`config.mk`:
```
export PLATFORM = sky130hd
export DESIGN_NAME = uart_rx
export DESIGN_NICKNAME = d
export VERILOG_FILES = /design/src/uart_line_pkg.sv /design/src/host_read_pkg.sv /design/src/uart_rx_sampler.sv /design/src/rx_byte_fifo.sv /design/src/rx_read_port.sv /design/src/uart_rx.sv
export SDC_FILE = /design/constraint.sdc
export NUM_CORES = 1
export LEC_CHECK = 0
export ABC_CLOCK_PERIOD_IN_PS = 1900
export BUFFER_PORTS_ARGS = -buffer_cell sky130_fd_sc_hd__buf_2
export CORE_ASPECT_RATIO = 1.2
export CORE_MARGIN = 4
export CORE_UTILIZATION = 30
export CTS_BUF_LIST = sky130_fd_sc_hd__clkbuf_4
export DETAILED_ROUTE_END_ITERATION = 12
export PLACE_DENSITY_LB_ADDON = 0.12
export SYNTH_ARGS = -nofsm -noshare
export SYNTH_HDL_FRONTEND = slang
export SYNTH_SLANG_ARGS = --single-unit
export TNS_END_PERCENT = 20
```
`constraint.sdc`:
```
create_clock -name baud_rx_clock -period 1.9 [get_ports baud_rx_clock]
set_input_delay 0.38 -clock baud_rx_clock [delete_from_list [all_inputs] [get_ports baud_rx_clock]]
set_output_delay 0.38 -clock baud_rx_clock [all_outputs]
set_load 0.05 [all_outputs]
```
`src/uart_line_pkg.sv`:
```
`default_nettype none

package uart_line_pkg;

	// ========================================================================
	// Serial line side
	// ========================================================================

	// One received data byte
	typedef logic [7:0] byte_t;

	// Oversample ticks within one bit period
	typedef logic [3:0] sample_cnt_t;

	// Data bit position, LSB first
	typedef logic [2:0] bit_idx_t;

	typedef enum logic [1:0] {
		IDLE      = 2'b00,
		START_BIT = 2'b01,
		DATA_BITS = 2'b10,
		STOP_BIT  = 2'b11
	} rx_state_t;

	// Clock runs at this many ticks per bit
	localparam int OVERSAMPLE_DEFAULT = 16;

endpackage

`default_nettype wire

```
`src/host_read_pkg.sv`:
```
`default_nettype none

package host_read_pkg;

	// ========================================================================
	// Host read side
	// ========================================================================

	// Byte replicated into four lanes
	typedef logic [31:0] word_t;

	// Saturating error count
	typedef logic [7:0] err_cnt_t;

	typedef enum logic [1:0] {
		IDLE    = 2'b00,
		POP     = 2'b01,
		CAPTURE = 2'b10,
		HOLD    = 2'b11
	} read_state_t;

endpackage

`default_nettype wire

```
`src/uart_rx_sampler.sv`:
```
`timescale 1ns/1ps
`default_nettype none

module uart_rx_sampler #(
	parameter int OVERSAMPLE = uart_line_pkg::OVERSAMPLE_DEFAULT
) (
	input  wire                       baud_rx_clock,
	input  wire                       i_rst_n,
	input  wire                       i_rx,
	input  wire                       i_full,
	output logic                      o_wr_en,
	output uart_line_pkg::byte_t      o_wr_data,
	output logic                      o_overrun,
	output logic                      o_frame_err
);

	// Start bit is checked half a bit in, later bits a full bit apart
	localparam uart_line_pkg::sample_cnt_t MID_TICK =
		uart_line_pkg::sample_cnt_t'(OVERSAMPLE / 2 - 1);
	localparam uart_line_pkg::sample_cnt_t LAST_TICK =
		uart_line_pkg::sample_cnt_t'(OVERSAMPLE - 1);
	localparam uart_line_pkg::bit_idx_t LAST_BIT = 3'd7;

	uart_line_pkg::rx_state_t   state;
	uart_line_pkg::sample_cnt_t tick_cnt;
	uart_line_pkg::bit_idx_t    bit_idx;
	uart_line_pkg::byte_t       shift_reg;

	assign o_wr_data = shift_reg;

	// ========================================================================
	// Frame state machine
	// ========================================================================

	always_ff @(posedge baud_rx_clock) begin
		if (!i_rst_n) begin
			state       <= uart_line_pkg::IDLE;
			tick_cnt    <= '0;
			bit_idx     <= '0;
			o_wr_en     <= 1'b0;
			o_overrun   <= 1'b0;
			o_frame_err <= 1'b0;
		end else begin
			// Pulses last one cycle
			o_wr_en     <= 1'b0;
			o_overrun   <= 1'b0;
			o_frame_err <= 1'b0;

			case (state)
				uart_line_pkg::IDLE: begin
					tick_cnt <= '0;
					bit_idx  <= '0;
					if (i_rx == 1'b0) begin
						state <= uart_line_pkg::START_BIT;
					end
				end

				uart_line_pkg::START_BIT: begin
					if (tick_cnt == MID_TICK) begin
						tick_cnt <= '0;
						if (i_rx == 1'b0) begin
							state <= uart_line_pkg::DATA_BITS;
						end else begin
							// Too short for a start bit
							state <= uart_line_pkg::IDLE;
						end
					end else begin
						tick_cnt <= tick_cnt + 1'b1;
					end
				end

				uart_line_pkg::DATA_BITS: begin
					if (tick_cnt == LAST_TICK) begin
						tick_cnt <= '0;
						if (bit_idx == LAST_BIT) begin
							state <= uart_line_pkg::STOP_BIT;
						end else begin
							bit_idx <= bit_idx + 1'b1;
						end
					end else begin
						tick_cnt <= tick_cnt + 1'b1;
					end
				end

				uart_line_pkg::STOP_BIT: begin
					if (tick_cnt == LAST_TICK) begin
						tick_cnt <= '0;
						state    <= uart_line_pkg::IDLE;
						if (i_rx == 1'b0) begin
							o_frame_err <= 1'b1;
						end else if (i_full) begin
							o_overrun <= 1'b1;
						end else begin
							o_wr_en <= 1'b1;
						end
					end else begin
						tick_cnt <= tick_cnt + 1'b1;
					end
				end

				default: begin
					state <= uart_line_pkg::IDLE;
				end
			endcase
		end
	end

	// Data path, LSB arrives first
	always_ff @(posedge baud_rx_clock) begin
		if (state == uart_line_pkg::DATA_BITS && tick_cnt == LAST_TICK) begin
			shift_reg <= {i_rx, shift_reg[7:1]};
		end
	end

endmodule

`default_nettype wire

```
`src/rx_byte_fifo.sv`:
```
`timescale 1ns/1ps
`default_nettype none

module rx_byte_fifo #(
	parameter int FIFO_DEPTH = 32
) (
	input  wire                       baud_rx_clock,
	input  wire                       i_rst_n,
	input  wire                       i_wr_en,
	input  wire uart_line_pkg::byte_t i_wr_data,
	input  wire                       i_rd_en,
	output uart_line_pkg::byte_t      o_rd_data,
	output logic                      o_empty,
	output logic                      o_full
);

	localparam int ADDR_W = $clog2(FIFO_DEPTH);

	uart_line_pkg::byte_t mem [FIFO_DEPTH];

	// Extra MSB tells a full buffer from an empty one
	logic [ADDR_W:0] wr_ptr;
	logic [ADDR_W:0] rd_ptr;

	assign o_empty = (wr_ptr == rd_ptr);
	assign o_full  = (wr_ptr[ADDR_W] != rd_ptr[ADDR_W]) &&
		(wr_ptr[ADDR_W-1:0] == rd_ptr[ADDR_W-1:0]);

	always_ff @(posedge baud_rx_clock) begin
		if (!i_rst_n) begin
			wr_ptr <= '0;
			rd_ptr <= '0;
		end else begin
			if (i_wr_en) begin
				wr_ptr <= wr_ptr + 1'b1;
			end
			if (i_rd_en) begin
				rd_ptr <= rd_ptr + 1'b1;
			end
		end
	end

	// Storage
	always_ff @(posedge baud_rx_clock) begin
		if (i_wr_en) begin
			mem[wr_ptr[ADDR_W-1:0]] <= i_wr_data;
		end
	end

	// Registered read, valid the cycle after the pop
	always_ff @(posedge baud_rx_clock) begin
		if (i_rd_en) begin
			o_rd_data <= mem[rd_ptr[ADDR_W-1:0]];
		end
	end

endmodule

`default_nettype wire

```
`src/rx_read_port.sv`:
```
`timescale 1ns/1ps
`default_nettype none

module rx_read_port (
	input  wire                       baud_rx_clock,
	input  wire                       i_rst_n,
	input  wire                       i_enable,
	input  wire                       i_empty,
	input  wire uart_line_pkg::byte_t i_rd_data,
	input  wire                       i_overrun,
	input  wire                       i_frame_err,
	output logic                      o_rd_en,
	output host_read_pkg::word_t      o_rdata,
	output logic                      o_ready,
	output logic                      o_waiting,
	output host_read_pkg::err_cnt_t   o_overrun_count,
	output host_read_pkg::err_cnt_t   o_frame_err_count
);

	host_read_pkg::read_state_t state;

	// Counters stick at all ones
	function automatic host_read_pkg::err_cnt_t sat_inc(input host_read_pkg::err_cnt_t cnt);
		if (&cnt) begin
			return cnt;
		end
		return cnt + 1'b1;
	endfunction

	// ========================================================================
	// Host request sequencer
	// ========================================================================

	always_ff @(posedge baud_rx_clock) begin
		if (!i_rst_n) begin
			state     <= host_read_pkg::IDLE;
			o_rd_en   <= 1'b0;
			o_rdata   <= '0;
			o_ready   <= 1'b0;
			o_waiting <= 1'b0;
		end else begin
			o_rd_en <= 1'b0;
			if (!i_enable) begin
				state     <= host_read_pkg::IDLE;
				o_ready   <= 1'b0;
				o_waiting <= i_empty;
			end else begin
				case (state)
					host_read_pkg::IDLE: begin
						o_waiting <= i_empty;
						if (!i_empty) begin
							o_rd_en <= 1'b1;
							state   <= host_read_pkg::POP;
						end
					end

					// FIFO latches the byte on this edge
					host_read_pkg::POP: begin
						state <= host_read_pkg::CAPTURE;
					end

					host_read_pkg::CAPTURE: begin
						o_rdata <= {4{i_rd_data}};
						state   <= host_read_pkg::HOLD;
					end

					// Held until the host lets go of enable
					host_read_pkg::HOLD: begin
						o_ready <= 1'b1;
					end

					default: begin
						state <= host_read_pkg::IDLE;
					end
				endcase
			end
		end
	end

	// ========================================================================
	// Error counters
	// ========================================================================

	always_ff @(posedge baud_rx_clock) begin
		if (!i_rst_n) begin
			o_overrun_count   <= '0;
			o_frame_err_count <= '0;
		end else begin
			if (i_overrun) begin
				o_overrun_count <= sat_inc(o_overrun_count);
			end
			if (i_frame_err) begin
				o_frame_err_count <= sat_inc(o_frame_err_count);
			end
		end
	end

endmodule

`default_nettype wire

```
`src/uart_rx.sv`:
```
`timescale 1ns/1ps
`default_nettype none

module uart_rx #(
	parameter int FIFO_DEPTH = 32,
	parameter int OVERSAMPLE = uart_line_pkg::OVERSAMPLE_DEFAULT
) (
	input  wire                     baud_rx_clock,
	input  wire                     i_rst_n,
	input  wire                     i_rx,
	input  wire                     i_enable,
	output host_read_pkg::word_t    o_rdata,
	output logic                    o_ready,
	output logic                    o_waiting,
	output host_read_pkg::err_cnt_t o_overrun_count,
	output host_read_pkg::err_cnt_t o_frame_err_count
);

	logic                 wr_en;
	uart_line_pkg::byte_t wr_data;
	logic                 overrun;
	logic                 frame_err;
	logic                 rd_en;
	uart_line_pkg::byte_t rd_data;
	logic                 fifo_empty;
	logic                 fifo_full;

	uart_rx_sampler #(
		.OVERSAMPLE(OVERSAMPLE)
	) sampler0 (
		.baud_rx_clock(baud_rx_clock),
		.i_rst_n      (i_rst_n),
		.i_rx         (i_rx),
		.i_full       (fifo_full),
		.o_wr_en      (wr_en),
		.o_wr_data    (wr_data),
		.o_overrun    (overrun),
		.o_frame_err  (frame_err)
	);

	rx_byte_fifo #(
		.FIFO_DEPTH(FIFO_DEPTH)
	) fifo0 (
		.baud_rx_clock(baud_rx_clock),
		.i_rst_n      (i_rst_n),
		.i_wr_en      (wr_en),
		.i_wr_data    (wr_data),
		.i_rd_en      (rd_en),
		.o_rd_data    (rd_data),
		.o_empty      (fifo_empty),
		.o_full       (fifo_full)
	);

	rx_read_port port0 (
		.baud_rx_clock    (baud_rx_clock),
		.i_rst_n          (i_rst_n),
		.i_enable         (i_enable),
		.i_empty          (fifo_empty),
		.i_rd_data        (rd_data),
		.i_overrun        (overrun),
		.i_frame_err      (frame_err),
		.o_rd_en          (rd_en),
		.o_rdata          (o_rdata),
		.o_ready          (o_ready),
		.o_waiting        (o_waiting),
		.o_overrun_count  (o_overrun_count),
		.o_frame_err_count(o_frame_err_count)
	);

endmodule

`default_nettype wire

```
==> results of run 1 <==
==> stage by stage <==
step / hold WS (ps) / instance area [µm²] / total power, mW / setup WS [ps]
final: 431 / 16000 / 13.7 / -163
after global routing: 386 / 16000 / 14.4 / -195
after CTS: 353 / 15900 / 14.0 / -193
after detailed placement: 436 / 14500 / 7.84 / -443
after global placement: 437 / 14500 / 7.84 / -448
after floorplan: 417 / 13000 / 7.81 / 4.58
==> cells in the mapped netlist (all sizes together), types with 3 or more instances <==
master	number
or3	4
a22oi	9
o22ai	8
mux4	47
and4	3
and3	4
a21oi	27
nand3	22
xor2	20
nor2b	4
dfxtp	53
a22o	7
nand3b	5
nand4	9
inv	8
edfxtp	272
mux2i	44
o211ai	6
ha	14
nand2b	3
a2111oi	7
o21ai	9
o221ai	8
nand2	27
nor2	72
clkbuf	18
xnor2	5
buf	44
==> registers in the layout, summed over array words and instances, names as in the netlist, 2 cells and up, named ones only <==
signal and flops:
fifo0.mem 256, fifo0.o_rd_data 8, fifo0.rd_ptr 6, fifo0.wr_ptr 6, port0.o_frame_err_count 8, port0.o_overrun_count 8, port0.o_rdata 8, port0.state 2
sampler0.bit_idx 3, sampler0.o_wr_data 8, sampler0.tick_cnt 4
==> area by class of cell <==
cell class | count | area share (%)
sequential | 325 | 57.8
timing repair buffer | 169 | 8.96
multi-input combinational | 387 | 21.9
clock buffer | 117 | 5.50
clock inverter | 31 | 1.30
inverter | 8 | 0.188
antenna | 1 | 0.0157
tap | 552 | 4.32
==> placed cells by master (no fill, tap or decap), types with 5 or more instances in the layout <==
master	Yosys	routed
sky130_fd_sc_hd__edfxtp_1	272	272
sky130_fd_sc_hd__clkbuf_4	0	129
sky130_fd_sc_hd__buf_4	28	117
sky130_fd_sc_hd__nor2_1	72	67
sky130_fd_sc_hd__dfxtp_1	53	48
sky130_fd_sc_hd__mux2i_1	44	43
sky130_fd_sc_hd__mux4_2	30	39
sky130_fd_sc_hd__nand2_1	27	27
sky130_fd_sc_hd__nand3_1	22	22
sky130_fd_sc_hd__a21oi_1	27	21
sky130_fd_sc_hd__clkinv_1	0	21
sky130_fd_sc_hd__xor2_1	20	20
sky130_fd_sc_hd__buf_2	9	18
sky130_fd_sc_hd__ha_1	14	14
sky130_fd_sc_hd__buf_12	0	13
sky130_fd_sc_hd__o21ai_0	9	9
sky130_fd_sc_hd__nand4_1	9	9
sky130_fd_sc_hd__inv_1	8	8
sky130_fd_sc_hd__o221ai_1	8	8
sky130_fd_sc_hd__a22oi_1	9	8
sky130_fd_sc_hd__o22ai_1	8	7
sky130_fd_sc_hd__o211ai_1	6	6
sky130_fd_sc_hd__mux4_1	15	6
sky130_fd_sc_hd__a22o_1	7	6
sky130_fd_sc_hd__a21oi_2	0	6
sky130_fd_sc_hd__nor2_2	0	5
sky130_fd_sc_hd__nand3b_1	5	5
sky130_fd_sc_hd__xnor2_1	5	5
==> what timing repair did <==
| item | CTS | global route |
|---|---|---|
| setup endpoints to repair | 45 | 45 |
| resized for setup | 56 | 33 |
| setup buffers | 6 | 0 |
| hold buffers | 4 | 0 |
| endpoints found under the hold margin | 22 | 0 |
| pin swaps | 12 | 5 |
==> worst max-delay path by stage <==
stage | end | start | slack, ps
2_1_floorplan | fifo0.o_rd_data[2] | fifo0.rd_ptr[0] | 5
3_3_place_gp | fifo0.o_rd_data[7] | fifo0.rd_ptr[0] | -450
3_5_place_dp | fifo0.o_rd_data[7] | fifo0.rd_ptr[0] | -440
4_1_cts | fifo0.o_rd_data[1] | fifo0.rd_ptr[0] | -190
5_1_grt | fifo0.o_rd_data[0] | fifo0.rd_ptr[0] | -200
6_report | fifo0.o_rd_data[0] | fifo0.rd_ptr[0] | -160
==> layer usage <==
metal	track usage, %	up-vias	wire length (µm)
met1	17.0	3668	13600
met3	2.84	40	1410
met5	0	-	0
li1	-	3483	-
met2	21.9	177	15600
met4	6.07	0	783
==> kinds of logic after synthesis <==
| family | after synthesis | synth area share, % |
|---|---|---|
| compound gates | 91 | 4.93 |
| xor+xnor | 25 | 1.68 |
| fa+ha+maj | 14 | 1.34 |
| buf+inv | 70 | 3.20 |
| flops | 325 | 70.8 |
| mux | 92 | 12.1 |
| simple gates | 165 | 5.97 |
==> power by group <==
part	total [mW]	internal [mW]	switching [mW]	leakage [nW]
logic	0.0706	0.0241	0.0465	1.92
clock network	6.04	3.26	2.78	0.634
registers	7.62	7.61	0.00647	2.87
==> worst max-delay path, delay by kind of cell, from the launching register on <==
family          cells  cell delay [ps]
mux                 1              640
flops               1              420
buf+inv             3              410
compound gates      2              330
==> flow_results.xml, run 1 <==
<?xml version="1.0" encoding="UTF-8"?>
<metrics>
  <group name="timing">
    <metric name="clock_period_minus_worst_slack" unit="ps">2060</metric>
    <metric name="totalNegativeSetupSlack" unit="ps">-922</metric>
    <metric name="relative_slew_margins" unit="%">46.7</metric>
    <metric name="final-hold-violation-count" unit="">0</metric>
    <metric name="timing.fmax" unit="MHz">485</metric>
    <metric name="rsz0062_at_grt" unit="">yes</metric>
    <metric name="final_max_slew_viol_count" unit="">0</metric>
    <metric name="layout_setup_ws" unit="ps">-163</metric>
    <metric name="worst_pin_slew" unit="ps">796</metric>
    <metric name="final.setup_skew" unit="ps">25.9</metric>
    <metric name="setup-violations-final" unit="">8</metric>
    <metric name="period_share" unit="%">109</metric>
  </group>
  <group name="critical_path">
    <metric name="criticalPathCategory" unit="">reg -&gt; reg</metric>
    <metric name="r2r_cells" unit="">6</metric>
    <metric name="critical-path-max-stage-delay" unit="ps">640</metric>
    <metric name="ff2ff_setup_slack" unit="ps">-160</metric>
    <metric name="cp_slowest_cell" unit="">sky130_fd_sc_hd__mux4_4</metric>
    <metric name="worst_setup_path_start_kind" unit="">flop</metric>
    <metric name="worstPathRequired" unit="ps">2390</metric>
    <metric name="worst_path_most_repeated_cell" unit="">sky130_fd_sc_hd__buf_6</metric>
    <metric name="worstPathCellList" unit="">buf_6 -&gt; buf_6 -&gt; mux4_4 -&gt; a2111oi_4 -&gt; buf_4 -&gt; a21oi_2</metric>
    <metric name="end_kind" unit="">flop</metric>
    <metric name="critical_path.reg2reg.endpoint" unit="">fifo0.o_rd_data[0]</metric>
    <metric name="cp_data_arrival_time" unit="ps">2550</metric>
    <metric name="critPathMaxFanout" unit="">4</metric>
    <metric name="critical_path.reg2reg.startpoint" unit="">fifo0.rd_ptr[0]</metric>
  </group>
  <group name="power">
    <metric name="leakage_power" unit="nW">5.43</metric>
    <metric name="p_per_area" unit="nW/µm²">859</metric>
    <metric name="irDropWorstVdd" unit="V">0.000294</metric>
  </group>
  <group name="route">
    <metric name="detail_route.iter0.violations" unit="">424</metric>
    <metric name="routedWlPerCell" unit="µm">19.7</metric>
    <metric name="drtPass1Iterations" unit="">4</metric>
    <metric name="postRouteAntennaNets" unit="">0</metric>
    <metric name="drc" unit="">0</metric>
    <metric name="drt-vias-per-instance" unit="">4.63</metric>
    <metric name="routed_wl" unit="mm">31.4</metric>
    <metric name="dr_total_vias" unit="">7368</metric>
  </group>
  <group name="cts">
    <metric name="ctsLongestPathBuffers" unit="">3</metric>
    <metric name="cts-htree-levels" unit="">3</metric>
    <metric name="clk_pin_slew_worst_paths" unit="ps">60</metric>
    <metric name="cts_tree" unit="">built</metric>
    <metric name="clock_sink_count" unit="">325</metric>
    <metric name="clock_tree.root_cell" unit="">sky130_fd_sc_hd__clkbuf_4</metric>
    <metric name="cts_inserted_buffers" unit="">85</metric>
    <metric name="worstSkewPairLatency" unit="ps">750</metric>
  </group>
  <group name="floorplanning">
    <metric name="pin_count" unit="">54</metric>
    <metric name="initial_utilization" unit="%">30.4</metric>
    <metric name="core.rowCount" unit="">83</metric>
    <metric name="area_of_the_core_region" unit="µm²">42900</metric>
    <metric name="design.die.area" unit="µm²">46900</metric>
    <metric name="die-width" unit="µm">198</metric>
    <metric name="die_height" unit="µm">236</metric>
  </group>
  <group name="synth">
    <metric name="ys_async_sr_fraction" unit="%">0</metric>
    <metric name="netlist.area_leader.share" unit="%">62.7</metric>
    <metric name="post_synth_inst_count" unit="">782</metric>
    <metric name="synth.top_cells.by_area" unit="">sky130_fd_sc_hd__edfxtp_1 (63%), sky130_fd_sc_hd__dfxtp_1 (8.1%), sky130_fd_sc_hd__mux4_2 (5.2%), sky130_fd_sc_hd__mux2i_1 (3.4%), sky130_fd_sc_hd__mux4_1 (3.0%)</metric>
    <metric name="synth-main-ff-cell" unit="">sky130_fd_sc_hd__edfxtp_1</metric>
    <metric name="seq_area_frac_synth" unit="%">70.8</metric>
    <metric name="ys_warn_count" unit="">0</metric>
    <metric name="synth-seq-cells" unit="">325</metric>
    <metric name="synth_edf_count" unit="">272</metric>
    <metric name="mappedNetlistArea" unit="µm²">13000</metric>
    <metric name="synth_cell_types" unit="">51</metric>
    <metric name="synthDominantAreaCellType" unit="">sky130_fd_sc_hd__edfxtp_1</metric>
    <metric name="synthesis.nets" unit="">800</metric>
    <metric name="average_cell_area_after_synthesis" unit="µm²">16.7</metric>
  </group>
  <group name="cells_and_area">
    <metric name="multi_input_area" unit="µm²">3500</metric>
    <metric name="area_of_all_sequential_standard_cells" unit="µm²">9240</metric>
    <metric name="filler_cell_count" unit="">4100</metric>
    <metric name="final_nets" unit="">994</metric>
    <metric name="post_route_cells_drive_above_1_share" unit="%">35.4</metric>
    <metric name="stdcell_count" unit="">1590</metric>
    <metric name="syn2layout_area_growth" unit="%">22.6</metric>
    <metric name="fin_util" unit="%">37.3</metric>
  </group>
  <group name="place">
    <metric name="detailed_place_hpwl" unit="mm">20.4</metric>
    <metric name="port_buffers" unit="">53</metric>
    <metric name="placedCellCount" unit="">1431</metric>
    <metric name="routability_driven_placement_congestion_ratio" unit="">0.743</metric>
  </group>
  <group name="grt">
    <metric name="grt_overflow" unit="">0</metric>
    <metric name="grt_max_degree" unit="">41</metric>
    <metric name="grt_antenna_before_repair" unit="">1</metric>
    <metric name="grt.total_usage" unit="%">13.4</metric>
    <metric name="grt_pass1_vias" unit="">7750</metric>
    <metric name="grt_pass1_wl" unit="mm">47.5</metric>
  </group>
  <group name="worst_hold_path">
    <metric name="timing.hold.worst.class" unit="">in -&gt; reg</metric>
    <metric name="worst_hold_path_depth" unit="">2</metric>
    <metric name="timing.hold.worst.start" unit="">i_rx</metric>
    <metric name="holdPathEnd" unit="">sampler0.o_wr_data[7]</metric>
  </group>
  <group name="flow_run">
    <metric name="max_cap_violations" unit="">0</metric>
  </group>
  <group name="run_status">
    <metric name="violations" unit="">setup timing</metric>
    <metric name="run_status" unit="">finished with violations</metric>
  </group>
</metrics>
No activity file was read; power rests on OpenSTA's default activity.
==> inputs of run 2 (changes only) <==
Settings changed: BUFFER_PORTS_ARGS -buffer_cell sky130_fd_sc_hd__buf_2 to -buffer_cell sky130_fd_sc_hd__clkbuf_2, SKIP_LAST_GASP from default to 1.
==> run 2 against run 1 <==
The run still ends with setup timing left. Power up 2.1%. Non-clock buffer count grew 14. Wire length up 7.6%. Critical path depth unchanged. Final cell count rose by 1.4%. Register-to-register slack better by 20 ps. Global-route usage is 0.82 points higher. Largest cell class unchanged. Cell area grew 1.2%. Core utilization rose by 0.44 points. Largest power group unchanged. Clock power grew 4.6%.
==> flow_results.xml, run 2 (synthesized netlist as in run 1, its figures left out) <==
<?xml version="1.0" encoding="UTF-8"?>
<metrics>
  <group name="timing">
    <metric name="rsz0062_at_grt" unit="">yes</metric>
    <metric name="totalNegativeSetupSlack" unit="ps">-828</metric>
    <metric name="period_share" unit="%">108</metric>
    <metric name="clock_period_minus_worst_slack" unit="ps">2040</metric>
    <metric name="setup-violations-final" unit="">8</metric>
    <metric name="timing.fmax" unit="MHz">489</metric>
    <metric name="final-hold-violation-count" unit="">0</metric>
    <metric name="final_max_slew_viol_count" unit="">0</metric>
    <metric name="worst_pin_slew" unit="ps">799</metric>
    <metric name="layout_setup_ws" unit="ps">-145</metric>
    <metric name="relative_slew_margins" unit="%">46.5</metric>
    <metric name="final.setup_skew" unit="ps">52.8</metric>
  </group>
  <group name="cts">
    <metric name="clock_sink_count" unit="">325</metric>
    <metric name="worstSkewPairLatency" unit="ps">770</metric>
    <metric name="cts-htree-levels" unit="">3</metric>
    <metric name="cts_inserted_buffers" unit="">88</metric>
    <metric name="clk_pin_slew_worst_paths" unit="ps">70</metric>
    <metric name="cts_tree" unit="">built</metric>
    <metric name="ctsLongestPathBuffers" unit="">3</metric>
    <metric name="clock_tree.root_cell" unit="">sky130_fd_sc_hd__clkbuf_4</metric>
  </group>
  <group name="grt">
    <metric name="grt_antenna_before_repair" unit="">2</metric>
    <metric name="grt.total_usage" unit="%">14.2</metric>
    <metric name="grt_pass1_vias" unit="">7770</metric>
    <metric name="grt_max_degree" unit="">41</metric>
    <metric name="grt_overflow" unit="">0</metric>
    <metric name="grt_pass1_wl" unit="mm">49.3</metric>
  </group>
  <group name="flow_run">
    <metric name="max_cap_violations" unit="">0</metric>
  </group>
  <group name="place">
    <metric name="routability_driven_placement_congestion_ratio" unit="">0.753</metric>
    <metric name="port_buffers" unit="">53</metric>
    <metric name="detailed_place_hpwl" unit="mm">21.3</metric>
    <metric name="placedCellCount" unit="">1439</metric>
  </group>
  <group name="route">
    <metric name="drtPass1Iterations" unit="">5</metric>
    <metric name="postRouteAntennaNets" unit="">0</metric>
    <metric name="routedWlPerCell" unit="µm">20.9</metric>
    <metric name="drt-vias-per-instance" unit="">4.68</metric>
    <metric name="detail_route.iter0.violations" unit="">409</metric>
    <metric name="routed_wl" unit="mm">33.8</metric>
    <metric name="drc" unit="">0</metric>
    <metric name="dr_total_vias" unit="">7538</metric>
  </group>
  <group name="cells_and_area">
    <metric name="largest_register_ffs" unit="">256</metric>
    <metric name="syn2layout_area_growth" unit="%">24.1</metric>
    <metric name="filler_cell_count" unit="">4083</metric>
    <metric name="final_common_cell" unit="">sky130_fd_sc_hd__edfxtp_1</metric>
    <metric name="fin_util" unit="%">37.7</metric>
    <metric name="area_of_all_sequential_standard_cells" unit="µm²">9240</metric>
    <metric name="stdcell_count" unit="">1612</metric>
    <metric name="mostFrequentLayoutCells" unit="">sky130_fd_sc_hd__edfxtp_1 (272), sky130_fd_sc_hd__clkbuf_4 (131), sky130_fd_sc_hd__buf_4 (111)</metric>
    <metric name="post_route_cells_drive_above_1_share" unit="%">38.0</metric>
    <metric name="final_nets" unit="">1011</metric>
    <metric name="multi_input_area" unit="µm²">3590</metric>
  </group>
  <group name="floorplanning">
    <metric name="die-width" unit="µm">198</metric>
    <metric name="initial_utilization" unit="%">30.4</metric>
    <metric name="core.rowCount" unit="">83</metric>
    <metric name="pin_count" unit="">54</metric>
    <metric name="area_of_the_core_region" unit="µm²">42900</metric>
    <metric name="design.die.area" unit="µm²">46900</metric>
    <metric name="die_height" unit="µm">236</metric>
  </group>
  <group name="critical_path">
    <metric name="worstPathCellList" unit="">buf_12 -&gt; buf_6 -&gt; mux4_2 -&gt; a22o_4 -&gt; a2111oi_4 -&gt; a21oi_1</metric>
    <metric name="cp_slowest_cell" unit="">sky130_fd_sc_hd__mux4_2</metric>
    <metric name="critical-path-max-stage-delay" unit="ps">500</metric>
    <metric name="end_kind" unit="">flop</metric>
    <metric name="worstPathRequired" unit="ps">2380</metric>
    <metric name="criticalPathCategory" unit="">reg -&gt; reg</metric>
    <metric name="critPathMaxFanout" unit="">6</metric>
    <metric name="worst_setup_path_start_kind" unit="">flop</metric>
    <metric name="cp_data_arrival_time" unit="ps">2520</metric>
  </group>
  <group name="worst_hold_path">
    <metric name="timing.hold.worst.class" unit="">in -&gt; reg</metric>
  </group>
  <group name="run_status">
    <metric name="violations" unit="">setup timing</metric>
    <metric name="run_status" unit="">finished with violations</metric>
  </group>
  <group name="power">
    <metric name="post-layout-total-power" unit="mW">14.0</metric>
    <metric name="p_per_area" unit="nW/µm²">866</metric>
    <metric name="irDropWorstVdd" unit="V">0.000305</metric>
    <metric name="leakage_power" unit="nW">5.56</metric>
  </group>
</metrics>
## run 2: cell type report
type | instances | share of cell area (%)
multi-input cells | 387 | 22.2
inverters | 8 | 0.186
well taps | 552 | 4.27
flip-flops and latches | 325 | 57.1
diodes | 1 | 0.0155
repair buffers | 183 | 9.11
clock inverters | 27 | 1.09
clock buffers | 129 | 5.99
## run 2: routing by layer
layer | up-vias | global-route usage (%) | share of wire [%]
li1 | 3526 | - | -
met1 | 3764 | 18.2 | 44
met2 | 175 | 23.2 | 49
met3 | 71 | 3.36 | 4.2
met4 | 2 | 5.80 | 2.9
met5 | - | 0 | 0.030
## run 2: per-stage QoR
step                instance area, µm²  hold slack (ps)  worst slack [ps]
floorplan                        13000              417              4.58
global placement                 14600              434              -379
detailed placement               14600              436              -413
CTS                              16000             3.45              -196
global route                     16200             59.5              -201
finish                           16200             87.3              -145
## run 2: final timing paths
path	slack, ps	end	startpoint	cells past startpoint
hold / removal	90	port0.o_ready	i_enable	2
setup reg to reg	-140	fifo0.o_rd_data[5]	fifo0.rd_ptr[0]	6
hold reg to reg	450	sampler0.tick_cnt[0]	sampler0.tick_cnt[0]	1
setup / recovery	-140	fifo0.o_rd_data[5]	fifo0.rd_ptr[0]	6
## run 2: report_power, final
part           switching (mW)  internal [mW]  total, mW  leakage (nW)
Combinational          0.0462         0.0227     0.0689          2.00
Sequential            0.00658           7.61       7.62          2.87
Clock                    2.93           3.40       6.32         0.688
Total                    2.98           11.0       14.0          5.56
## run 2: worst max-delay path: cells and delay by family (launching register included)
| kind | cells | cell delay [ps] |
|---|---|---|
| AO/OA/AOI/OAI | 3 | 610 |
| buffers and inverters | 2 | 240 |
| flip-flops | 1 | 430 |
| multiplexers | 1 | 500 |
## run 2: timing repair
item                       CTS  global route
setup endpoints to repair   39            55
hold buffers                 2             0
setup buffers                6             6
cloned                       2             1
pin swaps                   13             8
resized for setup           45            25
hold endpoints to repair     7             0
==> inputs of run 3 (changes only) <==
Settings changed: ABC_CLOCK_PERIOD_IN_PS 1900 to 1750, SKIP_CTS_REPAIR_TIMING from default to 1.
Clock period 1.9 ns to 1.75 ns, I/O delays scaled along.
==> run 3 against run 2 <==
The flow still finishes with violations (setup timing). Sequential cell count is the same. Die area is the same. Non-clock buffer count decreased by 17. Final cell count down 1.1%. Worst hold slack worse by 29 ps. Via count is 0.38% lower. Power grew 7.4%. Critical path type unchanged. Largest cell class unchanged. Largest power group unchanged.
==> flow_results.xml, run 3 (synthesized netlist as in run 1, its figures left out) <==
<?xml version="1.0" encoding="UTF-8"?>
<metrics>
  <group name="critical_path">
    <metric name="cp_slowest_cell" unit="">sky130_fd_sc_hd__mux4_2</metric>
    <metric name="cp_data_arrival_time" unit="ps">2510</metric>
    <metric name="worstPathRequired" unit="ps">2240</metric>
    <metric name="criticalPathCategory" unit="">reg -&gt; reg</metric>
    <metric name="end_kind" unit="">flop</metric>
    <metric name="critical-path-max-stage-delay" unit="ps">500</metric>
    <metric name="critical_path.reg2reg.startpoint" unit="">fifo0.rd_ptr[0]</metric>
    <metric name="setup.worst_path.start" unit="">fifo0.rd_ptr[0]</metric>
    <metric name="worstPathCellList" unit="">buf_8 -&gt; buf_4 -&gt; mux4_2 -&gt; a2111oi_2 -&gt; buf_4 -&gt; a21oi_1</metric>
    <metric name="critical_path.reg2reg.endpoint" unit="">fifo0.o_rd_data[4]</metric>
    <metric name="ff2ff_setup_slack" unit="ps">-270</metric>
    <metric name="critPathMaxFanout" unit="">6</metric>
    <metric name="critical_path.endpoint" unit="">fifo0.o_rd_data[4]</metric>
    <metric name="r2r_cells" unit="">6</metric>
    <metric name="worst_setup_path_start_kind" unit="">flop</metric>
    <metric name="worst_path_most_repeated_cell" unit="">sky130_fd_sc_hd__buf_4</metric>
  </group>
  <group name="route">
    <metric name="dr_total_vias" unit="">7509</metric>
    <metric name="routed_wl" unit="mm">31.8</metric>
    <metric name="drtPass1Iterations" unit="">5</metric>
    <metric name="routedWlPerCell" unit="µm">19.9</metric>
    <metric name="postRouteAntennaNets" unit="">0</metric>
    <metric name="drt-vias-per-instance" unit="">4.71</metric>
    <metric name="detail_route.iter0.violations" unit="">374</metric>
    <metric name="drc" unit="">0</metric>
  </group>
  <group name="floorplanning">
    <metric name="pin_count" unit="">54</metric>
    <metric name="core.rowCount" unit="">83</metric>
    <metric name="die-width" unit="µm">198</metric>
    <metric name="initial_utilization" unit="%">30.4</metric>
    <metric name="die_height" unit="µm">236</metric>
    <metric name="area_of_the_core_region" unit="µm²">42900</metric>
    <metric name="design.die.area" unit="µm²">46900</metric>
  </group>
  <group name="cells_and_area">
    <metric name="final_common_cell" unit="">sky130_fd_sc_hd__edfxtp_1</metric>
    <metric name="syn2layout_area_growth" unit="%">22.4</metric>
    <metric name="post_route_cells_drive_above_1_share" unit="%">36.2</metric>
    <metric name="fin_area" unit="µm²">15900</metric>
    <metric name="mostFrequentLayoutCells" unit="">sky130_fd_sc_hd__edfxtp_1 (272), sky130_fd_sc_hd__clkbuf_4 (125), sky130_fd_sc_hd__buf_4 (94)</metric>
    <metric name="largest_register_ffs" unit="">256</metric>
    <metric name="final_nets" unit="">992</metric>
    <metric name="stdcell_count" unit="">1595</metric>
  </group>
  <group name="timing">
    <metric name="final.setup_skew" unit="ps">47.4</metric>
    <metric name="clock_period_minus_worst_slack" unit="ps">2020</metric>
    <metric name="timing.fmax" unit="MHz">494</metric>
    <metric name="final_max_slew_viol_count" unit="">0</metric>
    <metric name="rsz0062_at_grt" unit="">yes</metric>
    <metric name="final-hold-violation-count" unit="">0</metric>
    <metric name="setup-violations-final" unit="">48</metric>
    <metric name="relative_slew_margins" unit="%">59.1</metric>
    <metric name="layout_setup_ws" unit="ps">-273</metric>
    <metric name="period_share" unit="%">116</metric>
    <metric name="worst_pin_slew" unit="ps">613</metric>
  </group>
  <group name="grt">
    <metric name="grt_overflow" unit="">0</metric>
    <metric name="grt_pass1_wl" unit="mm">47.6</metric>
    <metric name="use_met1" unit="%">16.0</metric>
    <metric name="grt_use_met2" unit="%">23.4</metric>
    <metric name="gr-usage-met3" unit="%">2.64</metric>
    <metric name="grt.total_usage" unit="%">13.4</metric>
    <metric name="grt_pass1_vias" unit="">8016</metric>
    <metric name="busiest_layer" unit="">met2</metric>
    <metric name="grt_antenna_before_repair" unit="">1</metric>
    <metric name="grt_max_degree" unit="">41</metric>
  </group>
  <group name="cts">
    <metric name="cts_inserted_buffers" unit="">86</metric>
    <metric name="clock_sink_count" unit="">325</metric>
    <metric name="clk_pin_slew_worst_paths" unit="ps">70</metric>
    <metric name="clock_tree.root_cell" unit="">sky130_fd_sc_hd__clkbuf_4</metric>
    <metric name="cts-htree-levels" unit="">3</metric>
    <metric name="worstSkewPairLatency" unit="ps">760</metric>
    <metric name="ctsLongestPathBuffers" unit="">3</metric>
    <metric name="cts_tree" unit="">built</metric>
  </group>
  <group name="place">
    <metric name="port_buffers" unit="">53</metric>
    <metric name="placement.cell_area" unit="µm²">14600</metric>
    <metric name="detailed_place_hpwl" unit="mm">21.0</metric>
    <metric name="pre_cts_ws" unit="ps">-507</metric>
    <metric name="routability_driven_placement_congestion_ratio" unit="">0.807</metric>
    <metric name="placedCellCount" unit="">1432</metric>
  </group>
  <group name="worst_hold_path">
    <metric name="timing.hold.worst.class" unit="">in -&gt; reg</metric>
  </group>
  <group name="run_status">
    <metric name="run_status" unit="">finished with violations</metric>
    <metric name="violations" unit="">setup timing</metric>
  </group>
  <group name="power">
    <metric name="irDropWorstVdd" unit="V">0.000359</metric>
    <metric name="leakage_power" unit="nW">5.44</metric>
    <metric name="p_per_area" unit="nW/µm²">944</metric>
  </group>
  <group name="flow_run">
    <metric name="max_cap_violations" unit="">0</metric>
  </group>
</metrics>
[run 3: changes by cell type in the layout (fill, tap and decap cells not counted), sizes merged]
cell / change
clkinvlp: +4
clkbuf: -5
buf: -16
[run 3: per-layer routing]
metal  part of all wire, %  wire length [µm]  up-vias
li1                      -                 -     3477
met1                    41             13100     3778
met2                    52             16500      197
met3                   4.1              1310       57
met4                   2.6               836        0
met5                     0                 0        -
[run 3: worst min-delay path by stage]
stage	startpoint	endpoint	slack (ps)	depth (start not counted)
2_1_floorplan	sampler0.tick_cnt[0]	sampler0.tick_cnt[0]	420	1
3_3_place_gp	sampler0.tick_cnt[0]	sampler0.tick_cnt[0]	430	1
3_5_place_dp	sampler0.tick_cnt[0]	sampler0.tick_cnt[0]	460	1
4_1_cts	i_rx	sampler0.o_wr_data[7]	-230	1
5_1_grt	i_enable	port0.o_ready	30	2
6_report	i_enable	port0.o_ready	60	2
[run 3: critical path, delay by kind of cell (launching register included)]
kind,cells,cell delay [ps]
buf+inv,3,500
flops,1,420
compound gates,2,370
mux,1,500
[run 3: cell type report]
type | count | area [µm²]
diodes | 1 | 2.50
clock buffers | 125 | 938
clock inverters | 31 | 194
fillers | 4029 | 26900
inverters | 8 | 30.0
multi-input cells | 387 | 3500
flip-flops and latches | 325 | 9250
well taps | 552 | 691
repair buffers | 166 | 1350
[run 3: where the power goes]
part | switching (mW) | internal [mW] | leakage [nW]
logic | 0.0496 | 0.0246 | 1.90
registers | 0.00705 | 8.26 | 2.88
clock network | 3.11 | 3.60 | 0.658
[run 3: through the flow]
stage	power (mW)	TNS, ps	hold slack, ps	utilization (%)
6_report	15.0	-4550	58.0	37.2
5_1_grt	15.8	-10740	32.1	37.2
2_1_floorplan	8.48	-2590	417	-
3_5_place_dp	8.51	-3250	464	34.0
3_3_place_gp	8.51	-3120	431	34.0
4_1_cts	15.4	-12240	-225	36.6
